**config.mk**
```make
export PLATFORM = sky130hd
export DESIGN_NAME = csr_unit
export DESIGN_NICKNAME = d
export VERILOG_FILES = /design/src/zicsr_pkg.sv /design/src/csr_decode.sv /design/src/csr_execute.sv /design/src/csr_file.sv /design/src/csr_unit.sv
export VERILOG_INCLUDE_DIRS = /design/src
export SDC_FILE = /design/constraint.sdc
export NUM_CORES = 1
export LEC_CHECK = 0
export BUFFER_PORTS_ARGS = -buffer_cell sky130_fd_sc_hd__clkbuf_2
export CAP_MARGIN = 15
export CORE_MARGIN = 2
export CORE_UTILIZATION = 62
export CTS_BUF_LIST = sky130_fd_sc_hd__clkbuf_4 sky130_fd_sc_hd__clkbuf_8 sky130_fd_sc_hd__clkbuf_16
export DETAILED_ROUTE_END_ITERATION = 12
export HOLD_SLACK_MARGIN = 0.06
export PLACE_DENSITY = 0.85
export SETUP_SLACK_MARGIN = 0.3
export SLEW_MARGIN = 20
export SYNTH_ARGS = -nofsm -noshare
export SYNTH_HDL_FRONTEND = slang
export SYNTH_SLANG_ARGS = --single-unit
```
**constraint.sdc**
```tcl
create_clock -name clk -period 11.16 [get_ports clk]
set_clock_uncertainty 0.1 [all_clocks]
set_input_delay 1.674 -clock clk [delete_from_list [all_inputs] [get_ports clk]]
set_output_delay 1.674 -clock clk [all_outputs]
set_load 0.01 [all_outputs]
```
**src/zicsr_cfg.svh**
```systemverilog
// data width, hart id, writable mstatus bits and machine CSR addresses
`ifndef ZICSR_CFG_SVH
`define ZICSR_CFG_SVH

// one machine word
`define ZICSR_XLEN 32

// value returned by a read of mhartid
`define ZICSR_HARTID 32'h0000_0001

// only MPIE (bit 7) and MIE (bit 3) of mstatus can be written
`define ZICSR_MSTATUS_WMASK 32'h0000_0088

// machine mode CSR addresses
`define ZICSR_ADDR_MSTATUS  12'h300
`define ZICSR_ADDR_MTVEC    12'h305
`define ZICSR_ADDR_MSCRATCH 12'h340
`define ZICSR_ADDR_MEPC     12'h341
`define ZICSR_ADDR_MCAUSE   12'h342
`define ZICSR_ADDR_MHARTID  12'hF14

`endif

```
**src/zicsr_pkg.sv**
```systemverilog
// CSR operation enum, CSR instruction word union and trap cause enum
package zicsr_pkg;

  // encoded like funct3, so a legal funct3 casts straight to its operation
  typedef enum logic [2:0] {
    CSR_NONE = 3'b000,
    CSR_RW   = 3'b001,
    CSR_RS   = 3'b010,
    CSR_RC   = 3'b011,
    CSR_RWI  = 3'b101,
    CSR_RSI  = 3'b110,
    CSR_RCI  = 3'b111
  } csr_op_e;

  // the same 32-bit word read with a register source or with a 5-bit immediate
  // funct3[2] tells which view applies
  typedef union packed {
    struct packed {
      logic [11:0] csr;
      logic [4:0]  rs1;
      logic [2:0]  funct3;
      logic [4:0]  rd;
      logic [6:0]  opcode;
    } reg_fmt;
    struct packed {
      logic [11:0] csr;
      logic [4:0]  uimm;
      logic [2:0]  funct3;
      logic [4:0]  rd;
      logic [6:0]  opcode;
    } imm_fmt;
  } csr_inst_u;

  // mcause style codes
  // a bad CSR access gets its own code 15 so it stays apart from an illegal opcode,
  // and a clean retire reports the reserved code 14
  typedef enum logic [3:0] {
    TRAP_MISALIGNED_PC = 4'd0,
    TRAP_ILLEGAL_INST  = 4'd2,
    TRAP_NONE          = 4'd14,
    TRAP_CSR_ACCESS    = 4'd15
  } trap_cause_e;

endpackage

```
**src/csr_decode.sv**
```systemverilog
// CSR instruction decoder: SYSTEM opcode and funct3 check, field extraction per format
`timescale 1ns/1ps

module csr_decode (
  input  zicsr_pkg::csr_inst_u inst,
  output zicsr_pkg::csr_op_e   op,
  output logic [11:0]          csr_addr,
  output logic [4:0]           src_idx,
  output logic [4:0]           rd,
  output logic                 illegal
);

  import zicsr_pkg::*;

  localparam logic [6:0] OPCODE_SYSTEM = 7'b1110011;

  logic       is_system;
  logic       funct3_ok;
  logic [2:0] funct3;
  logic       imm_form;

  assign funct3    = inst.reg_fmt.funct3;
  assign is_system = (inst.reg_fmt.opcode == OPCODE_SYSTEM);

  // funct3 of 000 is ECALL/EBREAK territory and 100 is reserved
  always_comb
  begin
    case (funct3)
      3'b001,
      3'b010,
      3'b011,
      3'b101,
      3'b110,
      3'b111:
      begin
        funct3_ok = 1'b1;
      end
      default:
      begin
        funct3_ok = 1'b0;
      end
    endcase
  end

  assign illegal = !(is_system && funct3_ok);

  always_comb
  begin
    if (illegal)
    begin
      op = CSR_NONE;
    end
    else
    begin
      op = csr_op_e'(funct3);
    end
  end

  // the top funct3 bit selects the immediate forms
  assign imm_form = funct3[2];

  always_comb
  begin
    if (imm_form)
    begin
      src_idx = inst.imm_fmt.uimm;
    end
    else
    begin
      src_idx = inst.reg_fmt.rs1;
    end
  end

  // csr and rd sit at the same place in both views
  assign csr_addr = inst.reg_fmt.csr;
  assign rd       = inst.reg_fmt.rd;

endmodule

```
**src/csr_execute.sv**
```systemverilog
// CSR instruction capture, counted access sequencer, retire and trap generation
`timescale 1ns/1ps
`include "zicsr_cfg.svh"

module csr_execute (
  input  logic                   clk,
  input  logic                   rst,
  input  logic                   inst_vld,
  input  logic [`ZICSR_XLEN-1:0] pc,
  input  logic [`ZICSR_XLEN-1:0] rs1_data,
  input  zicsr_pkg::csr_op_e     op,
  input  logic [11:0]            csr_addr_in,
  input  logic [4:0]             src_idx,
  input  logic [4:0]             rd_in,
  output logic                   busy,
  output logic                   retired,
  output logic                   trap,
  output zicsr_pkg::trap_cause_e trap_cause,
  output logic                   rd_wr,
  output logic [4:0]             rd,
  output logic [`ZICSR_XLEN-1:0] rd_data,
  output logic [`ZICSR_XLEN-1:0] pc_next,
  output logic                   csr_req,
  output logic                   csr_write,
  output logic [11:0]            csr_addr,
  output logic [`ZICSR_XLEN-1:0] csr_mask,
  output logic [`ZICSR_XLEN-1:0] csr_data_wr,
  input  logic                   csr_ack,
  input  logic [`ZICSR_XLEN-1:0] csr_data_rd,
  input  logic                   csr_err
);

  import zicsr_pkg::*;

  localparam logic [`ZICSR_XLEN-1:0] PC_STEP = 4;

  // captured instruction
  csr_op_e                op_q;
  logic [4:0]             src_q;
  logic [`ZICSR_XLEN-1:0] pc_q;
  logic [`ZICSR_XLEN-1:0] rs1_q;

  // 0 issue or early trap, 1 access in flight, 2 retire on the ack
  logic [1:0]             cnt;

  logic [`ZICSR_XLEN-1:0] src_val;
  logic [`ZICSR_XLEN-1:0] mask_nxt;
  logic [`ZICSR_XLEN-1:0] data_nxt;
  logic                   write_nxt;
  logic                   misaligned;
  logic                   capture;
  logic                   early_exit;
  logic                   final_step;

  assign capture    = !busy && inst_vld;
  assign misaligned = (pc_q[1:0] != 2'b00);
  assign early_exit = busy && (cnt == 2'd0) && ((op_q == CSR_NONE) || misaligned);
  assign final_step = busy && (cnt == 2'd2) && csr_ack;

  // immediate forms use the zero-extended uimm exactly where the register forms use rs1
  assign src_val = op_q[2] ? {{(`ZICSR_XLEN-5){1'b0}}, src_q} : rs1_q;

  always_comb
  begin
    case (op_q)
      CSR_RW,
      CSR_RWI:
      begin
        mask_nxt  = '1;
        data_nxt  = src_val;
        write_nxt = 1'b1;
      end
      CSR_RS,
      CSR_RSI:
      begin
        mask_nxt  = src_val;
        data_nxt  = '1;
        write_nxt = (src_q != 5'd0);
      end
      CSR_RC,
      CSR_RCI:
      begin
        mask_nxt  = src_val;
        data_nxt  = '0;
        write_nxt = (src_q != 5'd0);
      end
      default:
      begin
        mask_nxt  = '0;
        data_nxt  = '0;
        write_nxt = 1'b0;
      end
    endcase
  end

  always_ff @(posedge clk)
  begin
    if (rst)
    begin
      busy    <= 1'b0;
      retired <= 1'b0;
      trap    <= 1'b0;
      rd_wr   <= 1'b0;
      csr_req <= 1'b0;
      cnt     <= 2'd0;
    end
    else
    begin
      retired <= 1'b0;
      trap    <= 1'b0;
      rd_wr   <= 1'b0;
      csr_req <= 1'b0;
      if (capture)
      begin
        busy <= 1'b1;
        cnt  <= 2'd0;
      end
      else if (early_exit)
      begin
        busy    <= 1'b0;
        retired <= 1'b1;
        trap    <= 1'b1;
      end
      else if (final_step)
      begin
        busy    <= 1'b0;
        retired <= 1'b1;
        trap    <= csr_err;
        rd_wr   <= !csr_err;
        cnt     <= 2'd0;
      end
      else if (busy)
      begin
        csr_req <= (cnt == 2'd0);
        cnt     <= cnt + 2'd1;
      end
    end
  end

  always_ff @(posedge clk)
  begin
    if (capture)
    begin
      op_q     <= op;
      src_q    <= src_idx;
      rd       <= rd_in;
      csr_addr <= csr_addr_in;
      pc_q     <= pc;
      rs1_q    <= rs1_data;
    end
    if (busy && (cnt == 2'd0))
    begin
      csr_write   <= write_nxt;
      csr_mask    <= mask_nxt;
      csr_data_wr <= data_nxt;
    end
    // a trap leaves pc_next on the faulting instruction
    if (early_exit)
    begin
      trap_cause <= misaligned ? TRAP_MISALIGNED_PC : TRAP_ILLEGAL_INST;
      rd_data    <= '0;
      pc_next    <= pc_q;
    end
    else if (final_step)
    begin
      trap_cause <= csr_err ? TRAP_CSR_ACCESS : TRAP_NONE;
      rd_data    <= (csr_err || (rd == 5'd0)) ? '0 : csr_data_rd;
      pc_next    <= csr_err ? pc_q : pc_q + PC_STEP;
    end
  end

  // the CSR file has a fixed one cycle response
  a_ack_after_req : assert property (@(posedge clk) disable iff (rst) csr_req |=> csr_ack);

  a_retire_from_busy : assert property (@(posedge clk) disable iff (rst) retired |-> $past(busy));

  a_req_while_busy : assert property (@(posedge clk) disable iff (rst) csr_req |-> busy);

endmodule

```
**src/csr_file.sv**
```systemverilog
// machine mode CSR registers with masked read-modify-write and access error response
`timescale 1ns/1ps
`include "zicsr_cfg.svh"

module csr_file (
  input  logic                   clk,
  input  logic                   rst,
  input  logic                   csr_req,
  input  logic                   csr_write,
  input  logic [11:0]            csr_addr,
  input  logic [`ZICSR_XLEN-1:0] csr_mask,
  input  logic [`ZICSR_XLEN-1:0] csr_data_wr,
  output logic                   csr_ack,
  output logic [`ZICSR_XLEN-1:0] csr_data_rd,
  output logic                   csr_err
);

  localparam logic [`ZICSR_XLEN-1:0] MSTATUS_WMASK = `ZICSR_MSTATUS_WMASK;

  logic [`ZICSR_XLEN-1:0] mstatus;
  logic [`ZICSR_XLEN-1:0] mtvec;
  logic [`ZICSR_XLEN-1:0] mscratch;
  logic [`ZICSR_XLEN-1:0] mepc;
  logic [`ZICSR_XLEN-1:0] mcause;

  logic [`ZICSR_XLEN-1:0] old_val;
  logic [`ZICSR_XLEN-1:0] merged;
  logic                   hit;
  logic                   read_only;
  logic                   access_err;
  logic                   do_write;

  always_comb
  begin
    hit       = 1'b1;
    read_only = 1'b0;
    case (csr_addr)
      `ZICSR_ADDR_MSTATUS:  old_val = mstatus;
      `ZICSR_ADDR_MTVEC:    old_val = mtvec;
      `ZICSR_ADDR_MSCRATCH: old_val = mscratch;
      `ZICSR_ADDR_MEPC:     old_val = mepc;
      `ZICSR_ADDR_MCAUSE:   old_val = mcause;
      `ZICSR_ADDR_MHARTID:
      begin
        old_val   = `ZICSR_HARTID;
        read_only = 1'b1;
      end
      default:
      begin
        old_val = '0;
        hit     = 1'b0;
      end
    endcase
  end

  // masked bits take the new data, the rest keep the old value
  assign merged     = (old_val & ~csr_mask) | (csr_data_wr & csr_mask);
  assign access_err = !hit || (read_only && csr_write);
  assign do_write   = csr_req && csr_write && !access_err;

  always_ff @(posedge clk)
  begin
    if (rst)
    begin
      mstatus  <= '0;
      mtvec    <= '0;
      mscratch <= '0;
      mepc     <= '0;
      mcause   <= '0;
    end
    else if (do_write)
    begin
      case (csr_addr)
        `ZICSR_ADDR_MSTATUS:  mstatus  <= (mstatus & ~MSTATUS_WMASK) | (merged & MSTATUS_WMASK);
        `ZICSR_ADDR_MTVEC:    mtvec    <= merged;
        `ZICSR_ADDR_MSCRATCH: mscratch <= merged;
        // instructions are word aligned here, so the low two bits of mepc stay zero
        `ZICSR_ADDR_MEPC:     mepc     <= {merged[`ZICSR_XLEN-1:2], 2'b00};
        `ZICSR_ADDR_MCAUSE:   mcause   <= merged;
        default:
        begin
        end
      endcase
    end
  end

  always_ff @(posedge clk)
  begin
    if (rst)
    begin
      csr_ack <= 1'b0;
    end
    else
    begin
      csr_ack <= csr_req;
    end
  end

  // the read data is the value before any write of the same access
  always_ff @(posedge clk)
  begin
    if (csr_req)
    begin
      csr_data_rd <= old_val;
      csr_err     <= access_err;
    end
  end

  a_ack_has_req : assert property (@(posedge clk) disable iff (rst) csr_ack |-> $past(csr_req));

endmodule

```
**src/csr_unit.sv**
```systemverilog
// CSR unit top: decoder, execute sequencer and machine CSR file
`timescale 1ns/1ps

module csr_unit (
  input  logic                   clk,
  input  logic                   rst,
  input  logic                   inst_vld,
  input  zicsr_pkg::csr_inst_u   inst,
  input  logic [31:0]            pc,
  input  logic [31:0]            rs1_data,
  output logic                   busy,
  output logic                   retired,
  output logic                   trap,
  output zicsr_pkg::trap_cause_e trap_cause,
  output logic                   rd_wr,
  output logic [4:0]             rd,
  output logic [31:0]            rd_data,
  output logic [31:0]            pc_next
);

  import zicsr_pkg::*;

  csr_op_e     dec_op;
  logic [11:0] dec_csr_addr;
  logic [4:0]  dec_src_idx;
  logic [4:0]  dec_rd;

  logic        csr_req;
  logic        csr_write;
  logic [11:0] csr_addr;
  logic [31:0] csr_mask;
  logic [31:0] csr_data_wr;
  logic        csr_ack;
  logic [31:0] csr_data_rd;
  logic        csr_err;

  // an illegal word already shows up as CSR_NONE on op
  csr_decode i_csr_decode (
    .inst     (inst),
    .op       (dec_op),
    .csr_addr (dec_csr_addr),
    .src_idx  (dec_src_idx),
    .rd       (dec_rd),
    .illegal  ()
  );

  csr_execute i_csr_execute (
    .clk         (clk),
    .rst         (rst),
    .inst_vld    (inst_vld),
    .pc          (pc),
    .rs1_data    (rs1_data),
    .op          (dec_op),
    .csr_addr_in (dec_csr_addr),
    .src_idx     (dec_src_idx),
    .rd_in       (dec_rd),
    .busy        (busy),
    .retired     (retired),
    .trap        (trap),
    .trap_cause  (trap_cause),
    .rd_wr       (rd_wr),
    .rd          (rd),
    .rd_data     (rd_data),
    .pc_next     (pc_next),
    .csr_req     (csr_req),
    .csr_write   (csr_write),
    .csr_addr    (csr_addr),
    .csr_mask    (csr_mask),
    .csr_data_wr (csr_data_wr),
    .csr_ack     (csr_ack),
    .csr_data_rd (csr_data_rd),
    .csr_err     (csr_err)
  );

  csr_file i_csr_file (
    .clk         (clk),
    .rst         (rst),
    .csr_req     (csr_req),
    .csr_write   (csr_write),
    .csr_addr    (csr_addr),
    .csr_mask    (csr_mask),
    .csr_data_wr (csr_data_wr),
    .csr_ack     (csr_ack),
    .csr_data_rd (csr_data_rd),
    .csr_err     (csr_err)
  );

endmodule

```
==> results of run 1 <==
-- worst reg2reg max path: stages, from the launching register on --
cell and delay, ps:
dfxtp_1 610, and2_2 240, buf_4 710, o31ai_1 400, and2_1 250, buf_4 260, inv_1 100, buf_4 400
-- power groups by stage --
stage          Clock, mW  Combinational (mW)  Sequential (mW)
2_1_floorplan          0              0.0878             1.65
3_3_place_gp           0               0.149             1.64
3_5_place_dp           0               0.154             1.65
4_1_cts             1.27               0.155             1.62
5_1_grt             1.33               0.170             1.62
6_report            1.26               0.155             1.62
-- through the flow --
| stage | std cells | instance area [um^2] |
|---|---|---|
| 2_1_floorplan | 1160 | 14650 |
| 3_3_place_gp | 1599 | 15820 |
| 3_5_place_dp | 1599 | 15820 |
| 4_1_cts | 1669 | 17070 |
| 5_1_grt | 1669 | 17070 |
| 6_report | 1669 | 17070 |
-- cell type report --
class                      instances  area (um^2)
inverter                          16        60.06
clock inverter                    16        80.08
timing repair buffer             190        988.4
sequential                       390        10030
multi-input combinational        684         4345
tap                              319        399.1
clock buffer                      54         1165
fill                            1469         6265
-- per-layer routing --
metal | part of all wire (%) | GRT usage, % | vias up
met2 | 50 | 45.42 | 471
met1 | 40 | 32.89 | 4793
met5 | 0 | 0 | -
met4 | 2.6 | 10.17 | 0
li1 | - | - | 4620
met3 | 7.8 | 5.010 | 80
-- state kept, by name (all words and copies together), names as in the netlist, 30 cells and up --
name                       cells
i_csr_execute.csr_data_wr     32
i_csr_file.mcause             32
i_csr_file.mtvec              32
i_csr_execute.pc_q            32
i_csr_file.csr_data_rd        32
i_csr_file.mscratch           32
i_csr_execute.pc_next         32
i_csr_execute.csr_mask        32
i_csr_execute.rd_data         32
i_csr_file.mepc               30
i_csr_execute.rs1_q           32
-- synthesized netlist by cell type, types with 6 or more instances --
cell,instances
a22o_1,61
dfxtp_1,168
o2bb2ai_1,28
o21ai_1,94
mux2i_1,62
nand2b_1,29
buf_2,25
nor2_1,21
nand4_1,15
a21oi_1,10
nand3_1,7
xor2_1,10
o21ai_0,91
nor2b_1,7
nor3_1,18
edfxtp_1,222
nand2_1,146
nor4_1,11
and2_1,6
clkbuf_1,38
inv_1,16
xnor2_1,19
-- worst paths after layout --
| check | slack (ps) | end | startpoint |
|---|---|---|---|
| worst max-delay path | 7710 | i_csr_execute.pc_next[18] | i_csr_execute.busy |
| worst min register to register | 350 | i_csr_file.mepc[26] | i_csr_file.mepc[26] |
| worst max register to register | 7710 | i_csr_execute.pc_next[18] | i_csr_execute.busy |
| worst min-delay path | 350 | i_csr_file.mepc[26] | i_csr_file.mepc[26] |
-- cells by family (layout without fill, tap and decap cells) --
family / Yosys count / in the layout
AO/OA/AOI/OAI: 308 / 308
XOR/XNOR: 29 / 29
adder cells (fa/ha/maj): 3 / 3
buffers and inverters: 86 / 276
flip-flops: 390 / 390
multiplexers: 65 / 65
AND/OR/NAND/NOR: 279 / 279
==> impl_metrics.toml, run 1 <==
[critical_path]
critPathMaxFanout = 69
cp.depth = 7
crit_chain = "and2_2, buf_4, o31ai_1, and2_1, buf_4, inv_1, buf_4"
arrival_ps = 3520
slowest_stage = "buf_4"
path_delay_family = "buffers and inverters"
cp-start-kind = "flop"
worstSetupPathType = "flop to flop"
cpPeakStageDelay_ps = 710
cp.buffers_inverters = 4
reg2regPathDepth = 7
crit_path_end_kind = "flop"
crit_top_cell = "buf_4"
worst_ep_required_time_ps = 11230

[logic_synthesis]
mappedNetlistArea_um2 = 14650
synthArstFlopShare_pct = 0
synth_cells = 1160
ys_ff_latch = 390
ys_types = 52
synth-xor-area-share_pct = 1.734
ys.flop_type = "edfxtp_1"
synth_mux_area_share_pct = 4.467
synth_edf_count = 222
syn_avg_cell_area_um2 = 12.63
synth_warnings = 0
synth_compound_area_share_pct = 13.33
yosys.area.top_type_share_pct = 45.50
synthAdderAreaFrac_pct = 0.2562
synth_top_family_by_area = "compound AO/OA/AOI/OAI gates"
synth-seq-area-share_pct = 68.46
yosys.area.top_type = "edfxtp_1"
synth-simple-area-share_pct = 9.232
synthTopCellsByArea = "edfxtp_1 46%, dfxtp_1 23%, mux2i_1 4.2%"
postSynthNetCount = 1262

[power]
combinationalPowerShare_pct = 5.1
seq_power_share_pct = 53.4
power_density_nw_per_um2 = 177.5
power.leakage_nw = 6.233
cellInternalPower_mw = 2.370
vdd.ir_drop.worst_mv = 0.1067
switching_share_pct = 21.79
switchingPower_uw = 660.0
total_power_mw = 3.030
p_clk_share_pct = 41.5

[clock_tree]
cts_tree = "done"
cts_setup_buffers = 0
cts_buffers = 39
clkSlewWorstSetupHoldPaths_ps = 60
cts-htree-levels = 2
clockRootBuffer = "clkbuf_16"
postCtsHoldBufs = 0
clockBufferDepth = 3
cts_resized = 0
cts.sink_count = 390
clock_latency_ps = 540

[timing]
fin_ws_ps = 7715
setup_tns_ps = 0
max-slew-margin-rel_pct = 24.51
rsz0062_at_grt = "false"
drv_slew = 0
hold_slack_ps = 347.8
setup_viol_count_final = 0
fmax_mhz = 290.3
worstMarginPinSlew_ps = 1132
finalHoldViolations = 0
post-route-min-period_ps = 3445
period_share_pct = 30.87

[place]
numPortBuffers = 175
pre_cts_ws_ps = 7395
dpl.hpwl_um = 19850
place_congestion = 0.8020

[finish]
finalCoreUtilization_pct = 73.15
mostFrequentLayoutCell = "edfxtp_1"
final_nets = 1423
drive_gt1_share_pct = 20.37
most-common-layout-cells = "222 x edfxtp_1, 175 x clkbuf_2, 168 x dfxtp_1, 144 x nand2_1, 94 x o21ai_1"
syn2layout_area_growth_pct = 16.50
antenna_cells = 0

[grt]
grt_pass1_vias = 10010
grt_max_degree = 73
antenna_found_initial = 0
globalRoute.totalOverflow = 0
grtUsageTotal_pct = 26.30
grt_pass1_wl_um = 50950

[die]
die_area_um2 = 24880
die_width_um = 157.7
core.rowCount = 56
start_util_pct = 62.79
die_h_um = 157.7
core_area_um2 = 23330
boundaryPins = 176

[detailed_routing]
viasPerCell = 5.970
routedWlPerCell_um = 19.36
via_count = 9964
drt_iter0_markers = 955
drt_first_pass_iters = 7
drcViolationCount = 0
routed_wl_um = 32320
ant_nets = 0

[outcome]
run_status = "complete, no violations"

[flow_run]
maxCapViolCount = 0

[min_path]
holdPathStages = 2
min_path_type = "flop to flop"
No activity file was read; power rests on OpenSTA's default activity.
==> inputs of run 2 (changes only) <==
--- a/config.mk
+++ b/config.mk
@@ -9,11 +9,11 @@
 export BUFFER_PORTS_ARGS = -buffer_cell sky130_fd_sc_hd__clkbuf_2
 export CAP_MARGIN = 15
 export CORE_MARGIN = 2
-export CORE_UTILIZATION = 62
+export CORE_UTILIZATION = 58
 export CTS_BUF_LIST = sky130_fd_sc_hd__clkbuf_4 sky130_fd_sc_hd__clkbuf_8 sky130_fd_sc_hd__clkbuf_16
 export DETAILED_ROUTE_END_ITERATION = 12
 export HOLD_SLACK_MARGIN = 0.06
-export PLACE_DENSITY = 0.85
+export PLACE_DENSITY = 0.81
 export SETUP_SLACK_MARGIN = 0.3
 export SLEW_MARGIN = 20
 export SYNTH_ARGS = -nofsm -noshare
==> constraint.sdc (replaced) <==
create_clock -name clk -period 3.37 [get_ports clk]
set_clock_uncertainty 0.1 [all_clocks]
set_input_delay 0.5055 -clock clk [delete_from_list [all_inputs] [get_ports clk]]
set_output_delay 0.5055 -clock clk [all_outputs]
set_load 0.01 [all_outputs]
==> impl_metrics.toml, run 2 (same netlist as run 1, synthesis figures left out) <==
[power]
seq_power_share_pct = 51.9
cellInternalPower_mw = 8.103
power_density_nw_per_um2 = 579.8
switchingPower_mw = 2.211
switching_share_pct = 21.44
p_clk_share_pct = 42.5
combinationalPowerShare_pct = 5.6
vdd.ir_drop.worst_mv = 0.4284
power.leakage_nw = 6.551

[place]
dpl.hpwl_um = 19670
numPortBuffers = 175
place_congestion = 0.8477
placedCellCount = 1619

[die]
die_h_um = 162.9
die_area_um2 = 26550
die_width_um = 162.9
boundaryPins = 176
core_area_um2 = 24960
start_util_pct = 58.69
core.rowCount = 58

[timing]
post-route-min-period_ps = 2922
max-slew-margin-rel_pct = 30.22
drv_slew = 0
worstMarginPinSlew_ps = 1047
setup_viol_count_final = 0
setup_tns_ps = 0
finalHoldViolations = 0
fmax_mhz = 342.2
period_share_pct = 86.71
rsz0062_at_grt = "true"

[clock_tree]
cts_setup_buffers = 0
clockRootBuffer = "clkbuf_16"
cts_resized = 0
clockBufferDepth = 3
clock_latency_ps = 520
cts_tree = "done"
cts.sink_count = 390
cts-htree-levels = 2
cts_buffers = 40
clkSlewWorstSetupHoldPaths_ps = 60

[grt]
grt_max_degree = 67
grtUsageTotal_pct = 25.91
antenna_found_initial = 0
grt_pass1_vias = 10310
globalRoute.totalOverflow = 0
grt_pass1_wl_um = 53770

[critical_path]
critPathMaxFanout = 12
path_delay_family = "simple AND/OR/NAND/NOR gates"
worst_ep_required_time_ps = 3520
crit_path_end_kind = "flop"
slowest_stage = "o22ai_1"
crit_chain = "or3_1, o22ai_1, nand3_1, nor4_1, xor2_1"
cp.buffers_inverters = 0
rrSetupSlack_ps = 450
cpPeakStageDelay_ps = 800
cp-start-kind = "flop"
worstSetupPathType = "flop to flop"
arrival_ps = 3070

[detailed_routing]
via_count = 10320
ant_nets = 0
drt_iter0_markers = 1006
drcViolationCount = 0
viasPerCell = 5.901
routedWlPerCell_um = 19.46
drt_first_pass_iters = 6
routed_wl_um = 34030

[outcome]
run_status = "complete, no violations"

[finish]
multiInputGateArea_um2 = 4302
fill_cells = 1644
syn2layout_area_growth_pct = 21.41
finalCoreUtilization_pct = 71.25
seqCellArea_um2 = 10030
most-common-layout-cells = "222 x edfxtp_1, 175 x clkbuf_2, 168 x dfxtp_1, 146 x nand2_1, 94 x o21ai_1"
mostFrequentLayoutCell = "edfxtp_1"
final_nets = 1492
antenna_cells = 0
drive_gt1_share_pct = 20.16
instances_no_fill = 1749

[min_path]
min_path_type = "input port to flop"

[flow_run]
maxCapViolCount = 0
[run 2: area by class of cell]
type	count	share of cell area, %
tap	330	2.321
clock buffer	57	6.950
multi-input combinational	684	24.18
timing repair buffer	258	9.257
inverter	16	0.3587
clock inverter	14	0.5416
sequential	390	56.39
[run 2: final timing paths]
check | start | end | depth (start not counted)
min | pc[31] | i_csr_execute.pc_q[31] | 1
min reg2reg | i_csr_file.mscratch[7] | i_csr_file.mscratch[7] | 2
max reg2reg | i_csr_execute.pc_q[1] | i_csr_execute.pc_next[17] | 5
max | i_csr_execute.pc_q[1] | i_csr_execute.pc_next[17] | 5
[run 2: worst reg2reg max path, stage by stage, from the launching register on]
cell and delay [ps]:
edfxtp_1 420, or3_1 360, o22ai_1 800, nand3_1 410, nor4_1 440, xor2_1 120
[run 2: routing by layer]
metal  part of all wire, %  GRT usage, %
met2                    50         46.36
met4                   2.9         8.729
met5                     0             0
met1                    39         32.06
met3                   8.0         4.151
[run 2: metrics by stage]
step / instance area, um^2 / hold slack (ps) / total power, mW / setup WS (ps)
after global placement: 15860 / 333.1 / 5.943 / 710.5
final: 17790 / 73.73 / 10.31 / 447.7
after global routing: 17790 / 60.75 / 10.63 / 287.6
after CTS: 17780 / 60.74 / 10.34 / 544.5
after detailed placement: 15860 / 338.3 / 5.966 / 560.3
after floorplan: 14660 / 323.2 / 5.738 / 565.9
[run 2: what timing repair did]
item / in CTS / in global routing
hold buffers: 58 / 1
hold endpoints to repair: 58 / 1
endpoints found under the setup margin: 0 / 1
[run 2: power groups by stage]
stage / registers, mW / clock network (mW) / logic, mW
final: 5.35 / 4.38 / 0.582
after detailed placement: 5.45 / 0 / 0.517
after floorplan: 5.44 / 0 / 0.294
after global placement: 5.44 / 0 / 0.503
after global routing: 5.37 / 4.63 / 0.630
after CTS: 5.35 / 4.41 / 0.575
==> inputs of run 3 (changes only) <==
--- a/config.mk
+++ b/config.mk
@@ -13,7 +13,7 @@
 export CTS_BUF_LIST = sky130_fd_sc_hd__clkbuf_4 sky130_fd_sc_hd__clkbuf_8 sky130_fd_sc_hd__clkbuf_16
 export DETAILED_ROUTE_END_ITERATION = 12
 export HOLD_SLACK_MARGIN = 0.06
-export PLACE_DENSITY = 0.81
+export PLACE_DENSITY = 0.83
 export SETUP_SLACK_MARGIN = 0.3
 export SLEW_MARGIN = 20
 export SYNTH_ARGS = -nofsm -noshare
==> impl_metrics.toml, run 3 (same netlist as run 1, synthesis figures left out) <==
[power]
cellInternalPower_mw = 8.048
total_power_mw = 10.29
power.leakage_nw = 6.645
switchingPower_mw = 2.241
combinationalPowerShare_pct = 6.0
seq_power_share_pct = 52.0
p_clk_share_pct = 42.0
power_density_nw_per_um2 = 571.2
switching_share_pct = 21.78
vdd.ir_drop.worst_mv = 0.3823

[timing]
finalHoldViolations = 0
hold_slack_ps = 71.07
fmax_mhz = 331.4
post-route-min-period_ps = 3017
drv_slew = 0
max-slew-margin-rel_pct = 35.37
rsz0062_at_grt = "true"
setup_tns_ps = 0
setup_viol_count_final = 0
period_share_pct = 89.53
worstMarginPinSlew_ps = 969.5

[detailed_routing]
viasPerCell = 5.844
drt_iter0_markers = 1079
drcViolationCount = 0
routed_wl_um = 35220
ant_nets = 0
routedWlPerCell_um = 19.84
drt_first_pass_iters = 6
via_count = 10370

[die]
boundaryPins = 176
core_area_um2 = 24960
die_width_um = 162.9
die_h_um = 162.9
die_area_um2 = 26550
start_util_pct = 58.69
core.rowCount = 58

[grt]
grtUsageMet1_pct = 32.08
grt_pass1_vias = 10540
antenna_found_initial = 0
met3_usage_pct = 4.991
grt_util_met2_pct = 46.90
globalRoute.totalOverflow = 0
grt_pass1_wl_um = 54900
grtUsageTotal_pct = 26.58
grt_max_degree = 73
top_usage_layer = "met2"

[critical_path]
worst_ep_required_time_ps = 3280
worstSetupPathType = "flop to flop"
reg2reg_from = "i_csr_execute.op_q[1]"
crit-reg2reg-capture = "i_csr_execute.trap_cause[0]"
arrival_ps = 2920
crit_path_end_kind = "flop"
reg2regPathDepth = 4
cp-start-kind = "flop"
critPathMaxFanout = 18
startpoint = "i_csr_execute.op_q[1]"
rrSetupSlack_ps = 350

[place]
dpl-instance-area_um2 = 15880
dpl.hpwl_um = 20370
numPortBuffers = 175
place_congestion = 0.8434

[clock_tree]
cts_tree = "done"
cts-htree-levels = 2
cts_resized = 0
clkSlewWorstSetupHoldPaths_ps = 60
cts_buffers = 39
cts.sink_count = 390
clockRootBuffer = "clkbuf_16"
clockBufferDepth = 3
clock_latency_ps = 540

[min_path]
whs_endpoint = "i_csr_execute.rs1_q[24]"
min_path_type = "input port to flop"
hp-start = "rs1_data[24]"
holdPathStages = 1

[outcome]
run_status = "complete, no violations"

[finish]
mostFrequentLayoutCell = "edfxtp_1"
multiInputGateArea_um2 = 4302
fill_cells = 1593
seqCellArea_um2 = 10030
final_nets = 1516
antenna_cells = 0
final_area_um2 = 18010
drive_gt1_share_pct = 20.14
finalCoreUtilization_pct = 72.16
most-common-layout-cells = "222 x edfxtp_1, 175 x clkbuf_2, 168 x dfxtp_1, 146 x nand2_1, 94 x o21ai_1"
syn2layout_area_growth_pct = 22.97

[flow_run]
maxCapViolCount = 0
run 3: changes by cell type in the layout (fill, tap and decap cells not counted):
| cell | before | now |
|---|---|---|
| buf_12 | 0 | 1 |
| bufinv_16 | 1 | 0 |
| clkbuf_16 | 44 | 41 |
| clkbuf_4 | 7 | 16 |
| clkbuf_8 | 6 | 8 |
| clkinv_1 | 3 | 1 |
| clkinv_2 | 8 | 4 |
| clkinv_4 | 1 | 0 |
| clkinv_8 | 0 | 1 |
| clkinvlp_2 | 0 | 1 |
| dlygate4sd3_1 | 59 | 82 |
| inv_4 | 1 | 0 |
| inv_6 | 0 | 1 |
run 3: critical path, stage by stage, from the launching register on:
cell        delay, ps
edfxtp_1          500
nor3_1            190
o31ai_1           610
and2_1            350
clkinvlp_2        750
run 3: timing repair:
action / CTS / global route
setup endpoints to repair: 0 / 1
hold endpoints to repair: 81 / 1
hold buffers: 81 / 1
setup buffers: 0 / 0
run 3: worst max-delay path by stage:
stage	to	slack (ps)	cells after the start
after floorplan	i_csr_execute.pc_next[0]	570	6
after global placement	i_csr_execute.pc_next[11]	740	4
after detailed placement	i_csr_execute.pc_next[17]	590	5
after CTS	i_csr_execute.csr_req	440	5
after global routing	i_csr_execute.pc_next[3]	190	4
final	i_csr_execute.trap_cause[0]	350	4
run 3: per-stage QoR:
| step | std cells | setup slack [ps] |
|---|---|---|
| after global routing | 1775 | 189.9 |
| after global placement | 1620 | 737.4 |
| final | 1775 | 352.9 |
| after CTS | 1773 | 437.4 |
| after detailed placement | 1620 | 590.5 |
| after floorplan | 1160 | 565.9 |
run 3: layout make-up:
cell class	count	area share [%]
Multi-Input combinational cell	684	23.88
Timing Repair Buffer	282	10.53
Tap cell	330	2.292
Clock buffer	65	6.973
Inverter	16	0.3542
Timing Repair inverter	1	0.02778
Sequential cell	390	55.67
Clock inverter	7	0.2709
run 3: per-layer routing:
layer / vias to the layer above / wire [um]
li1: 4797 / -
met1: 4958 / 13640
met2: 508 / 17570
met3: 110 / 2739
met4: 0 / 1282
met5: - / 0
run 3: power by group through the flow:
stage	clock (mW)	sequential [mW]	combinational (mW)
after global routing	4.56	5.37	0.662
after global placement	0	5.44	0.502
after CTS	4.33	5.35	0.600
after floorplan	0	5.44	0.294
after detailed placement	0	5.45	0.520
final	4.32	5.35	0.614
